==> src/hw/exe_pkg.sv <==
/*
 * Shared widths, opcode and funct3 codes and the decoded record of the
 * reduced RV32I execution stage. Files refer to it by scoped names.
 */

package exe_pkg;

        localparam int XLEN       = 32;
        localparam int REG_ADDR_W = 5;

        // --------------------------------------------------
        // major opcodes, instr[6:0]
        // --------------------------------------------------
        localparam logic [6:0] OPC_OP     = 7'b0110011;
        localparam logic [6:0] OPC_OP_IMM = 7'b0010011;
        localparam logic [6:0] OPC_BRANCH = 7'b1100011;
        localparam logic [6:0] OPC_LUI    = 7'b0110111;
        localparam logic [6:0] OPC_AUIPC  = 7'b0010111;

        // alu funct3
        typedef enum logic [2:0] {
                ALU_ADD_SUB = 3'b000,
                ALU_SLL     = 3'b001,
                ALU_SLT     = 3'b010,
                ALU_SLTU    = 3'b011,
                ALU_XOR     = 3'b100,
                ALU_SRL_SRA = 3'b101,
                ALU_OR      = 3'b110,
                ALU_AND     = 3'b111
        } alu_f3_t;

        // branch funct3, codes 2 and 3 unused
        typedef enum logic [2:0] {
                BR_BEQ  = 3'b000,
                BR_BNE  = 3'b001,
                BR_BLT  = 3'b100,
                BR_BGE  = 3'b101,
                BR_BLTU = 3'b110,
                BR_BGEU = 3'b111
        } br_f3_t;

        typedef enum logic [1:0] {
                KIND_ALU    = 2'd0,
                KIND_BRANCH = 2'd1,
                KIND_UPPER  = 2'd2,
                KIND_NONE   = 2'd3
        } op_kind_t;

        // --------------------------------------------------
        // one buffer entry, 139 bits
        // --------------------------------------------------
        typedef struct packed {
                op_kind_t                kind;
                logic [2:0]              funct3;
                logic                    alt;     // SUB or SRA
                logic [XLEN-1:0]         x;       // rs1
                logic [XLEN-1:0]         y;       // rs2 or I-immediate
                logic [XLEN-1:0]         upper;   // LUI / AUIPC value
                logic [XLEN-1:0]         target;  // pc + B-immediate
                logic [REG_ADDR_W-1:0]   rd;
        } op_rec_t;

endpackage

==> src/hw/operand_decode.sv <==
/*
 * Input side of the execution stage. Accepts one instruction per four-phase
 * req/ack cycle, decodes immediates and operands and pushes a record.
 */

`timescale 1ns/100ps

module operand_decode (
        input  logic                        clk,
        input  logic                        reset_n,
        input  logic                        in_req_i,
        input  logic [31:0]                 instr_i,
        input  logic [exe_pkg::XLEN-1:0]    pc_i,
        input  logic [exe_pkg::XLEN-1:0]    rs1_i,
        input  logic [exe_pkg::XLEN-1:0]    rs2_i,
        output logic                        in_ack_o,
        input  logic                        fifo_full_i,
        output logic                        push_o,
        output exe_pkg::op_rec_t            rec_o
);

        logic [6:0]                 opcode;
        logic [2:0]                 funct3;
        logic [exe_pkg::XLEN-1:0]   imm_i;
        logic [exe_pkg::XLEN-1:0]   imm_b;
        logic [exe_pkg::XLEN-1:0]   imm_u;
        logic                       is_op;
        logic                       is_op_imm;

        // --------------------------------------------------
        // input handshake
        // --------------------------------------------------
        // ack low means waiting for req, ack high holds until req is released
        assign push_o = in_req_i & ~in_ack_o & ~fifo_full_i;

        always_ff @(posedge clk or negedge reset_n) begin
                if (!reset_n) begin
                        in_ack_o <= 1'b0;
                end else if (push_o) begin
                        in_ack_o <= 1'b1;
                end else if (!in_req_i) begin
                        in_ack_o <= 1'b0;
                end
        end

        // --------------------------------------------------
        // immediates
        // --------------------------------------------------
        assign opcode = instr_i[6:0];
        assign funct3 = instr_i[14:12];

        assign imm_i = {{20{instr_i[31]}}, instr_i[31:20]};
        assign imm_b = {{20{instr_i[31]}}, instr_i[7], instr_i[30:25], instr_i[11:8], 1'b0};
        assign imm_u = {instr_i[31:12], 12'd0};

        assign is_op     = (opcode == exe_pkg::OPC_OP);
        assign is_op_imm = (opcode == exe_pkg::OPC_OP_IMM);

        // record built straight from the held inputs
        always_comb begin
                if (is_op || is_op_imm) begin
                        rec_o.kind = exe_pkg::KIND_ALU;
                end else if (opcode == exe_pkg::OPC_BRANCH) begin
                        rec_o.kind = exe_pkg::KIND_BRANCH;
                end else if (opcode == exe_pkg::OPC_LUI || opcode == exe_pkg::OPC_AUIPC) begin
                        rec_o.kind = exe_pkg::KIND_UPPER;
                end else begin
                        rec_o.kind = exe_pkg::KIND_NONE;
                end

                rec_o.funct3 = funct3;
                // bit 30 means SUB only on OP, SRA on both alu forms
                rec_o.alt    = instr_i[30] & (is_op |
                               (is_op_imm & (funct3 == exe_pkg::ALU_SRL_SRA)));
                rec_o.x      = rs1_i;
                rec_o.y      = is_op_imm ? imm_i : rs2_i;
                rec_o.upper  = (opcode == exe_pkg::OPC_AUIPC) ? pc_i + imm_u : imm_u;
                rec_o.target = pc_i + imm_b;
                rec_o.rd     = instr_i[11:7];
        end

endmodule

==> src/hw/op_fifo.sv <==
/*
 * Circular buffer of decoded records between decode and execute.
 * Single-cycle push/pop strobes, head is read combinationally.
 */

`timescale 1ns/100ps

module op_fifo #(
        parameter int DEPTH = 4
) (
        input  logic                clk,
        input  logic                reset_n,
        input  logic                push_i,
        input  exe_pkg::op_rec_t    wdata_i,
        input  logic                pop_i,
        output exe_pkg::op_rec_t    rdata_o,
        output logic                full_o,
        output logic                empty_o
);

        localparam int AW = $clog2(DEPTH);

        exe_pkg::op_rec_t   mem [DEPTH];
        logic [AW-1:0]      wr_ptr;
        logic [AW-1:0]      rd_ptr;
        logic [AW:0]        count;

        assign full_o  = (count == (AW+1)'(DEPTH));
        assign empty_o = (count == '0);
        assign rdata_o = mem[rd_ptr];

        // storage
        always_ff @(posedge clk) begin
                if (push_i) begin
                        mem[wr_ptr] <= wdata_i;
                end
        end

        // --------------------------------------------------
        // pointers and occupancy
        // --------------------------------------------------
        always_ff @(posedge clk or negedge reset_n) begin
                if (!reset_n) begin
                        wr_ptr <= '0;
                        rd_ptr <= '0;
                        count  <= '0;
                end else begin
                        if (push_i) begin
                                wr_ptr <= wr_ptr + 1'b1;
                        end
                        if (pop_i) begin
                                rd_ptr <= rd_ptr + 1'b1;
                        end
                        // simultaneous push and pop leaves count alone
                        if (push_i && !pop_i) begin
                                count <= count + 1'b1;
                        end else if (pop_i && !push_i) begin
                                count <= count - 1'b1;
                        end
                end
        end

endmodule

==> src/hw/alu_branch_exec.sv <==
/*
 * Execute side. Pops one record at a time, computes the ALU, upper-immediate
 * or branch outcome and presents it by a four-phase req/ack handshake.
 */

`timescale 1ns/100ps

module alu_branch_exec (
        input  logic                                clk,
        input  logic                                reset_n,
        input  logic                                empty_i,
        input  exe_pkg::op_rec_t                    rec_i,
        output logic                                pop_o,
        output logic                                res_req_o,
        input  logic                                res_ack_i,
        output logic [exe_pkg::REG_ADDR_W-1:0]      rd_addr_o,
        output logic                                write_rd_o,
        output logic [exe_pkg::XLEN-1:0]            result_o,
        output logic                                branch_taken_o,
        output logic [exe_pkg::XLEN-1:0]            branch_target_o
);

        typedef enum logic [1:0] {
                OUT_IDLE,
                OUT_REQ,
                OUT_RELEASE
        } out_state_t;

        out_state_t                 state;
        logic [4:0]                 shamt;
        logic                       eq;
        logic                       lt;
        logic                       ltu;
        logic [exe_pkg::XLEN-1:0]   sra_out;
        logic [exe_pkg::XLEN-1:0]   alu_out;
        logic                       br_taken;
        logic [exe_pkg::XLEN-1:0]   res_d;
        logic                       wr_d;

        // --------------------------------------------------
        // ALU
        // --------------------------------------------------
        assign shamt = rec_i.y[4:0];
        assign eq    = (rec_i.x == rec_i.y);
        assign lt    = ($signed(rec_i.x) < $signed(rec_i.y));
        assign ltu   = (rec_i.x < rec_i.y);

        // sign-filling shift for SRA and SRAI
        assign sra_out = $signed(rec_i.x) >>> shamt;

        always_comb begin
                case (rec_i.funct3)
                        exe_pkg::ALU_ADD_SUB: alu_out = rec_i.alt ? rec_i.x - rec_i.y
                                                                  : rec_i.x + rec_i.y;
                        exe_pkg::ALU_SLL:     alu_out = rec_i.x << shamt;
                        exe_pkg::ALU_SLT:     alu_out = {31'd0, lt};
                        exe_pkg::ALU_SLTU:    alu_out = {31'd0, ltu};
                        exe_pkg::ALU_XOR:     alu_out = rec_i.x ^ rec_i.y;
                        exe_pkg::ALU_SRL_SRA: alu_out = rec_i.alt ? sra_out
                                                                  : rec_i.x >> shamt;
                        exe_pkg::ALU_OR:      alu_out = rec_i.x | rec_i.y;
                        default:              alu_out = rec_i.x & rec_i.y;
                endcase
        end

        // branch decision shares the compare results
        always_comb begin
                case (rec_i.funct3)
                        exe_pkg::BR_BEQ:  br_taken = eq;
                        exe_pkg::BR_BNE:  br_taken = ~eq;
                        exe_pkg::BR_BLT:  br_taken = lt;
                        exe_pkg::BR_BGE:  br_taken = ~lt;
                        exe_pkg::BR_BLTU: br_taken = ltu;
                        exe_pkg::BR_BGEU: br_taken = ~ltu;
                        default:          br_taken = 1'b0;
                endcase
        end

        always_comb begin
                case (rec_i.kind)
                        exe_pkg::KIND_ALU:   res_d = alu_out;
                        exe_pkg::KIND_UPPER: res_d = rec_i.upper;
                        default:             res_d = '0;
                endcase
                wr_d = (rec_i.kind == exe_pkg::KIND_ALU) || (rec_i.kind == exe_pkg::KIND_UPPER);
        end

        // --------------------------------------------------
        // output handshake and result registers
        // --------------------------------------------------
        assign pop_o = (state == OUT_IDLE) & ~empty_i;

        always_ff @(posedge clk or negedge reset_n) begin
                if (!reset_n) begin
                        state           <= OUT_IDLE;
                        res_req_o       <= 1'b0;
                        rd_addr_o       <= '0;
                        write_rd_o      <= 1'b0;
                        result_o        <= '0;
                        branch_taken_o  <= 1'b0;
                        branch_target_o <= '0;
                end else begin
                        case (state)
                                OUT_IDLE: begin
                                        if (pop_o) begin
                                                state           <= OUT_REQ;
                                                res_req_o       <= 1'b1;
                                                rd_addr_o       <= wr_d ? rec_i.rd : '0;
                                                write_rd_o      <= wr_d;
                                                result_o        <= res_d;
                                                branch_taken_o  <= (rec_i.kind == exe_pkg::KIND_BRANCH)
                                                                   & br_taken;
                                                branch_target_o <= (rec_i.kind == exe_pkg::KIND_BRANCH)
                                                                   ? rec_i.target : '0;
                                        end
                                end
                                OUT_REQ: begin
                                        if (res_ack_i) begin
                                                state     <= OUT_RELEASE;
                                                res_req_o <= 1'b0;
                                        end
                                end
                                default: begin
                                        // wait for the sink to drop ack
                                        if (!res_ack_i) begin
                                                state <= OUT_IDLE;
                                        end
                                end
                        endcase
                end
        end

endmodule

==> src/hw/exe_top.sv <==
/*
 * Top level of the reduced RV32I execution stage. Connects decode, the
 * operand buffer and execute, and sets the buffer depth.
 */

`timescale 1ns/100ps

module exe_top #(
        parameter int DEPTH = 4
) (
        input  logic                                clk,
        input  logic                                reset_n,
        input  logic                                in_req_i,
        output logic                                in_ack_o,
        input  logic [31:0]                         instr_i,
        input  logic [exe_pkg::XLEN-1:0]            pc_i,
        input  logic [exe_pkg::XLEN-1:0]            rs1_i,
        input  logic [exe_pkg::XLEN-1:0]            rs2_i,
        output logic                                res_req_o,
        input  logic                                res_ack_i,
        output logic [exe_pkg::REG_ADDR_W-1:0]      rd_addr_o,
        output logic                                write_rd_o,
        output logic [exe_pkg::XLEN-1:0]            result_o,
        output logic                                branch_taken_o,
        output logic [exe_pkg::XLEN-1:0]            branch_target_o
);

        logic               push;
        logic               pop;
        logic               fifo_full;
        logic               fifo_empty;
        exe_pkg::op_rec_t   push_rec;
        exe_pkg::op_rec_t   head_rec;

        operand_decode u_decode (
                .clk         (clk),
                .reset_n     (reset_n),
                .in_req_i    (in_req_i),
                .instr_i     (instr_i),
                .pc_i        (pc_i),
                .rs1_i       (rs1_i),
                .rs2_i       (rs2_i),
                .in_ack_o    (in_ack_o),
                .fifo_full_i (fifo_full),
                .push_o      (push),
                .rec_o       (push_rec)
        );

        op_fifo #(
                .DEPTH (DEPTH)
        ) u_fifo (
                .clk     (clk),
                .reset_n (reset_n),
                .push_i  (push),
                .wdata_i (push_rec),
                .pop_i   (pop),
                .rdata_o (head_rec),
                .full_o  (fifo_full),
                .empty_o (fifo_empty)
        );

        alu_branch_exec u_exec (
                .clk             (clk),
                .reset_n         (reset_n),
                .empty_i         (fifo_empty),
                .rec_i           (head_rec),
                .pop_o           (pop),
                .res_req_o       (res_req_o),
                .res_ack_i       (res_ack_i),
                .rd_addr_o       (rd_addr_o),
                .write_rd_o      (write_rd_o),
                .result_o        (result_o),
                .branch_taken_o  (branch_taken_o),
                .branch_target_o (branch_target_o)
        );

endmodule

==> config.mk <==
export PLATFORM = sky130hd
export DESIGN_NAME = exe_top
export DESIGN_NICKNAME = d
export VERILOG_FILES = /design/src/hw/exe_pkg.sv /design/src/hw/operand_decode.sv /design/src/hw/op_fifo.sv /design/src/hw/alu_branch_exec.sv /design/src/hw/exe_top.sv
export SDC_FILE = /design/constraint.sdc
export NUM_CORES = 1
export LEC_CHECK = 0
export BUFFER_PORTS_ARGS = -buffer_cell sky130_fd_sc_hd__buf_4
export CAP_MARGIN = 20
export CORE_MARGIN = 2
export CORE_UTILIZATION = 50
export DETAILED_ROUTE_END_ITERATION = 8
export PLACE_DENSITY = 0.67
export SETUP_SLACK_MARGIN = 0.1
export SYNTH_ARGS = -nofsm -noshare
export SYNTH_HDL_FRONTEND = slang
export SYNTH_SLANG_ARGS = --single-unit
==> constraint.sdc <==
create_clock -name clk -period 10 [get_ports clk]
set_input_delay 3 -clock clk [delete_from_list [all_inputs] [get_ports clk]]
set_output_delay 3 -clock clk [all_outputs]
set_load 0.02 [all_outputs]
# After elaboration in Yosys (flattened, before gate mapping)
# Memory sizes are Yosys's and may differ from the RTL's.
# Cells that the tools add are included.
# op_classes
bitwise	16
order_cmp	2
n_reduce_logical	16
add_sub_neg	8
shift	3
mux	25
eq_ne	22
# op_table
op	n
$pmux W32 S7	1
$mux W32	5
$add A32 B32 Y32	3
$lt A32 B32 Y1	2
$pmux W32 S2	1
$and A32 B32 Y32	1
$eq A32 B32 Y1	1
$or A32 B32 Y32	1
$shl A32 B5 Y32	1
$shr A32 B5 Y32	1
$sshr A32 B5 Y32	1
$sub A32 B32 Y32	1
$xor A32 B32 Y32	1
$eq A3 B3 Y1 const B	6
$eq A7 B5 Y1 const B	2
$eq A7 B6 Y1 const B	2
$mux W2	5
$eq A7 B7 Y1 const B	1
$mux W1	7
$and A1 B1 Y1	6
$eq A3 B2 Y1 const B	2
$logic_not A3 Y1	2
$mux W3	2
$not A1 Y1	6
other kinds (21)	31
# totals
mem_count	1
register_bits	82
ramBits	556
out_inout_bits	73
elab_cells	104
input_bits	132
# memory_table
name	words	width	rd	rd_clocked_by_memory_dff	wr	line	source
u_fifo.mem	4	139	1	0	1	op_fifo.sv:23	exe_pkg::op_rec_t mem [DEPTH];

# Depth between registers and ports, before layout
# depth
depth_word	7
mapped_depth	21

# Cells and area by module
# From an unflattened synthesis, not the netlist that was laid out.
# unflattened
cells_unflattened	2893
hier_area_um2	36095.9
# modules_own_cells
module	area_each_um2	n_inst	cells_per_inst
op_fifo	20447.1	1	761
alu_branch_exec	12216.7	1	1655
operand_decode	3432.0	1	477

# Least setup slack after synthesis
# OpenSTA, ideal clock, no wires.
# synth_path
kind	in2reg
from	input port in_req_i
to	memory u_fifo.mem[0][0] (netlist bit) (enable)
stages	2
setup_time_ps	515
arrival_time_ps	6782
path_slack_ps	2703
path_cell_list	nor3b_1 -> and2_1
# synth_between
elab_chain_len	4
# synth_lines
element	line	source
start, declared	exe_top.sv:13	input logic in_req_i,
$and A1 B1 Y1 (2 in series)	operand_decode.sv:34	assign push_o = in_req_i & ~in_ack_o & ~fifo_full_i;
$mux W1	op_fifo.sv:34	if (push_i) begin
$mux W1 (implied by the code)	op_fifo.sv:35	mem[wr_ptr] <= wdata_i;
end, declared	op_fifo.sv:23	
# No other way between the ends.

# Worst setup path after layout
# layout_path
from	register u_fifo.rd_ptr[1]
to	register u_exec.result_o[27] (netlist bit)
# layout_between
elab_chain_len	5
# layout_lines
element	line	source
start, declared	op_fifo.sv:25	logic [AW-1:0] rd_ptr;
start signal, assigned	op_fifo.sv:52	rd_ptr <= rd_ptr + 1'b1;
$mem_v2 Z4 W139 (*)	-	
$add A32 B32 Y32 (tied with other cells)	alu_branch_exec.sv:54	: rec_i.x + rec_i.y;
$mux W32, on equally long branches	alu_branch_exec.sv:53, alu_branch_exec.sv:59	
$pmux W32 S7	alu_branch_exec.sv:52	case (rec_i.funct3)
$pmux W32 S2 (*)	alu_branch_exec.sv:80	case (rec_i.kind)
end signal, assigned	alu_branch_exec.sv:110	result_o <= res_d;
end, declared	alu_branch_exec.sv:18	output logic [exe_pkg::XLEN-1:0] result_o,
# Mark *: on every way between the ends. The rest lies on a longest branch, timed or not.
# A chain may end at the register's enable or synchronous reset.

==> results.tsv <==
metric	value	unit
synth_flop_cell	edfxtp_1	
ctsHoldBuffers	0	
synth_cells	2839	
antenna_left	0	
slew_viol_final	0	
synth.most_common_cell	edfxtp_1	
clk_pin_slew_worst_paths	70	ps
ys_ff_latch	638	
arrival	6530	ps
r2r_start	u_fifo.rd_ptr[1]$_DFFE_PN0P_	
antenna_found_initial	1	
max-slew-margin-rel	22.0	%
clock_path_buffers	3	
drt_iter0_drc	3012	
finClkSkew	35.0	ps
dr.pass1.iters	9	
start_kind	flip-flop	
portBuffers	204	
synth_commonest_cells	edfxtp_1 (556), nand2_1 (211), nor2_1 (180)	
setup_viol	0	
synth.cell_area	35500	um^2
nets	3278	
synth_top_area_cell	edfxtp_1	
hold_path_class	flip-flop to flip-flop	
syn_to_final_growth	12.5	%
clockRootBuffer	clkbuf_16	
post-dp-hpwl	85.9	mm
grt_pass1_wl	175	mm
wirelength	120	mm
synth-seq-area-share	52.9	%
n_antenna_cell	0	
cts_max_level	3	
synth-edff-count	556	
initial_core_util	50.6	%
drv_cap	0	
core_area	70100	um^2
synth_top_area_share	47.1	%
numCtsBuffers	67	
max_freq	166	MHz
status	completed	
r2r_end	u_exec.result_o[27]$_DFFE_PN0P_	
dp.cells	3861	
synth.avg_cell_area	12.5	um^2
layout-drive-gt1-share	18.3	%
final_cell_count_no_fill	3983	
vdd_drop_max	0.000216	V
required	10500	ps
p_per_area	371	nW/um^2
min_period_over_period	60.3	%
hold_start	u_exec.rd_addr_o[4]$_DFFE_PN0P_	
syn-num-nets	3127	
reg2reg_depth	14	
synth_cell_type_count	95	
cp-end-kind	flip-flop	
cts.sink_count	638	
tightestPinTransition	1170	ps
finalCriticalPeriod	6030	ps
clk_latency	630	ps
grt_pass1_vias	25600	
rows	97	
critPathKind	flip-flop to flip-flop	
ctsResizeCount	0	
synthTopCellsByArea	edfxtp_1 (47%), mux4_2 (8.8%), dfrtp_1 (5.8%)	
die_w	270	um
hold_viol	0	
rrSetupSlack	3970	ps
grt_overflow	0	
routed-via-count	26000	
vias_per_cell	6.54	
holdPathEnd	u_exec.rd_addr_o[4]$_DFFE_PN0P_	
synthArstFlopShare	12.9	%
critPathMaxFanout	55	
grt_usage	32.4	%
finalSetupTns	0	ps
avgRoutedWirePerCell	30.0	um
die_h	270	um
drc	0	
die_area	73100	um^2
whs	485	ps
cts_tree	done	
ys_warn_count	0	
postCtsSetupRepairBufs	0	
hold_depth	2	
cellLeakagePower	0.0151	uW
gp_congestion	1.02	
rsz0062_at_grt	false	
ioPinCount	205	
grt_max_degree	85	
==> placed cells by master (no fill, tap or decap), drive strengths merged, types with 50 or more instances in the layout <==
cell type / count
a21oi: 155
mux2i: 148
inv: 127
nor2: 182
mux4: 141
buf: 248
a21o: 50
o21ai: 165
nand2: 211
dfrtp: 82
ha: 151
nor3: 54
edfxtp: 556
clkbuf: 93
==> cell families after synthesis <==
| kind of cell | Yosys count | share of synthesized area, % |
|---|---|---|
| compound gates | 729 | 13.7 |
| xor+xnor | 68 | 1.68 |
| fa+ha+maj | 156 | 5.61 |
| buf+inv | 291 | 3.55 |
| flops | 638 | 52.9 |
| mux | 329 | 14.4 |
| simple gates | 628 | 8.13 |
==> critical path, cell delays in order, from the launching register on <==
cell and delay (ps):
dfrtp_4 640, buf_4 710, mux2i_1 260, mux2_2 170, buf_4 500, ha_1 330
nor2_1 120, a221oi_1 750, o2111ai_1 430, nand3_1 380, a21oi_1 130, a2111oi_0 940
o22ai_1 280, nand4_1 150, o211ai_1 100
==> worst max-delay path by stage <==
stage               cells past startpoint  slack (ps)                              end                          from
floorplan                               2        2700       u_fifo.mem[0][0]$_DFFE_PP_                      in_req_i
global placement                       11        3810      u_fifo.mem[0][35]$_DFFE_PP_                   instr_i[11]
detailed placement                     11        3770      u_fifo.mem[0][35]$_DFFE_PP_                    instr_i[9]
CTS                                    15        4070  u_exec.result_o[31]$_DFFE_PN0P_  u_fifo.rd_ptr[0]$_DFFE_PN0P_
global route                           14        3630  u_exec.result_o[27]$_DFFE_PN0P_  u_fifo.rd_ptr[1]$_DFFE_PN0P_
finish                                 14        3970  u_exec.result_o[27]$_DFFE_PN0P_  u_fifo.rd_ptr[1]$_DFFE_PN0P_
==> stage by stage <==
| stage | worst slack (ps) | power [uW] | utilization [%] | area (um^2) |
|---|---|---|---|---|
| 2_1_floorplan | 2700 | 9320 | - | 35500 |
| 3_3_place_gp | 3810 | 12200 | 53.9 | 37800 |
| 3_5_place_dp | 3770 | 12200 | 53.9 | 37800 |
| 4_1_cts | 4070 | 14600 | 56.9 | 39900 |
| 5_1_grt | 3630 | 15500 | 56.9 | 39900 |
| 6_report | 3970 | 14800 | 56.9 | 39900 |
==> per-layer routing <==
metal	vias up	part of all wire, %	GRT usage [%]
met5	-	0.012	0
met4	2	5.7	16.5
met3	297	7.6	5.94
met2	1264	46	51.4
met1	13200	40	43.0
li1	11300	-	-
==> area by class of cell <==
class / instances / area (um^2)
Tap cell: 940 / 1180
Fill cell: 5877 / 30300
Multi-Input combinational cell: 1910 / 15500
Clock buffer: 93 / 1840
Timing Repair Buffer: 248 / 1870
Sequential cell: 638 / 18800
Clock inverter: 29 / 267
Inverter: 125 / 472
==> power by group <==
group	switching [uW]	leakage, uW	internal (uW)	total (uW)
logic	5940	0.00795	2970	8910
clock network	1060	0.00102	1330	2390
registers	175	0.00613	3320	3500
==> flip-flops by register name, summed over array words and instances, names as in the netlist <==
signal                  count
u_fifo.wr_ptr               2
u_exec.rd_addr_o            5
u_fifo.count                3
u_exec.res_req_o            1
u_decode.in_ack_o           1
u_fifo.mem                556
u_exec.result_o            32
u_exec.branch_taken_o       1
u_exec.state                2
u_exec.write_rd_o           1
u_fifo.rd_ptr               2
u_exec.branch_target_o     32
Power figures use the tool's default switching activity.
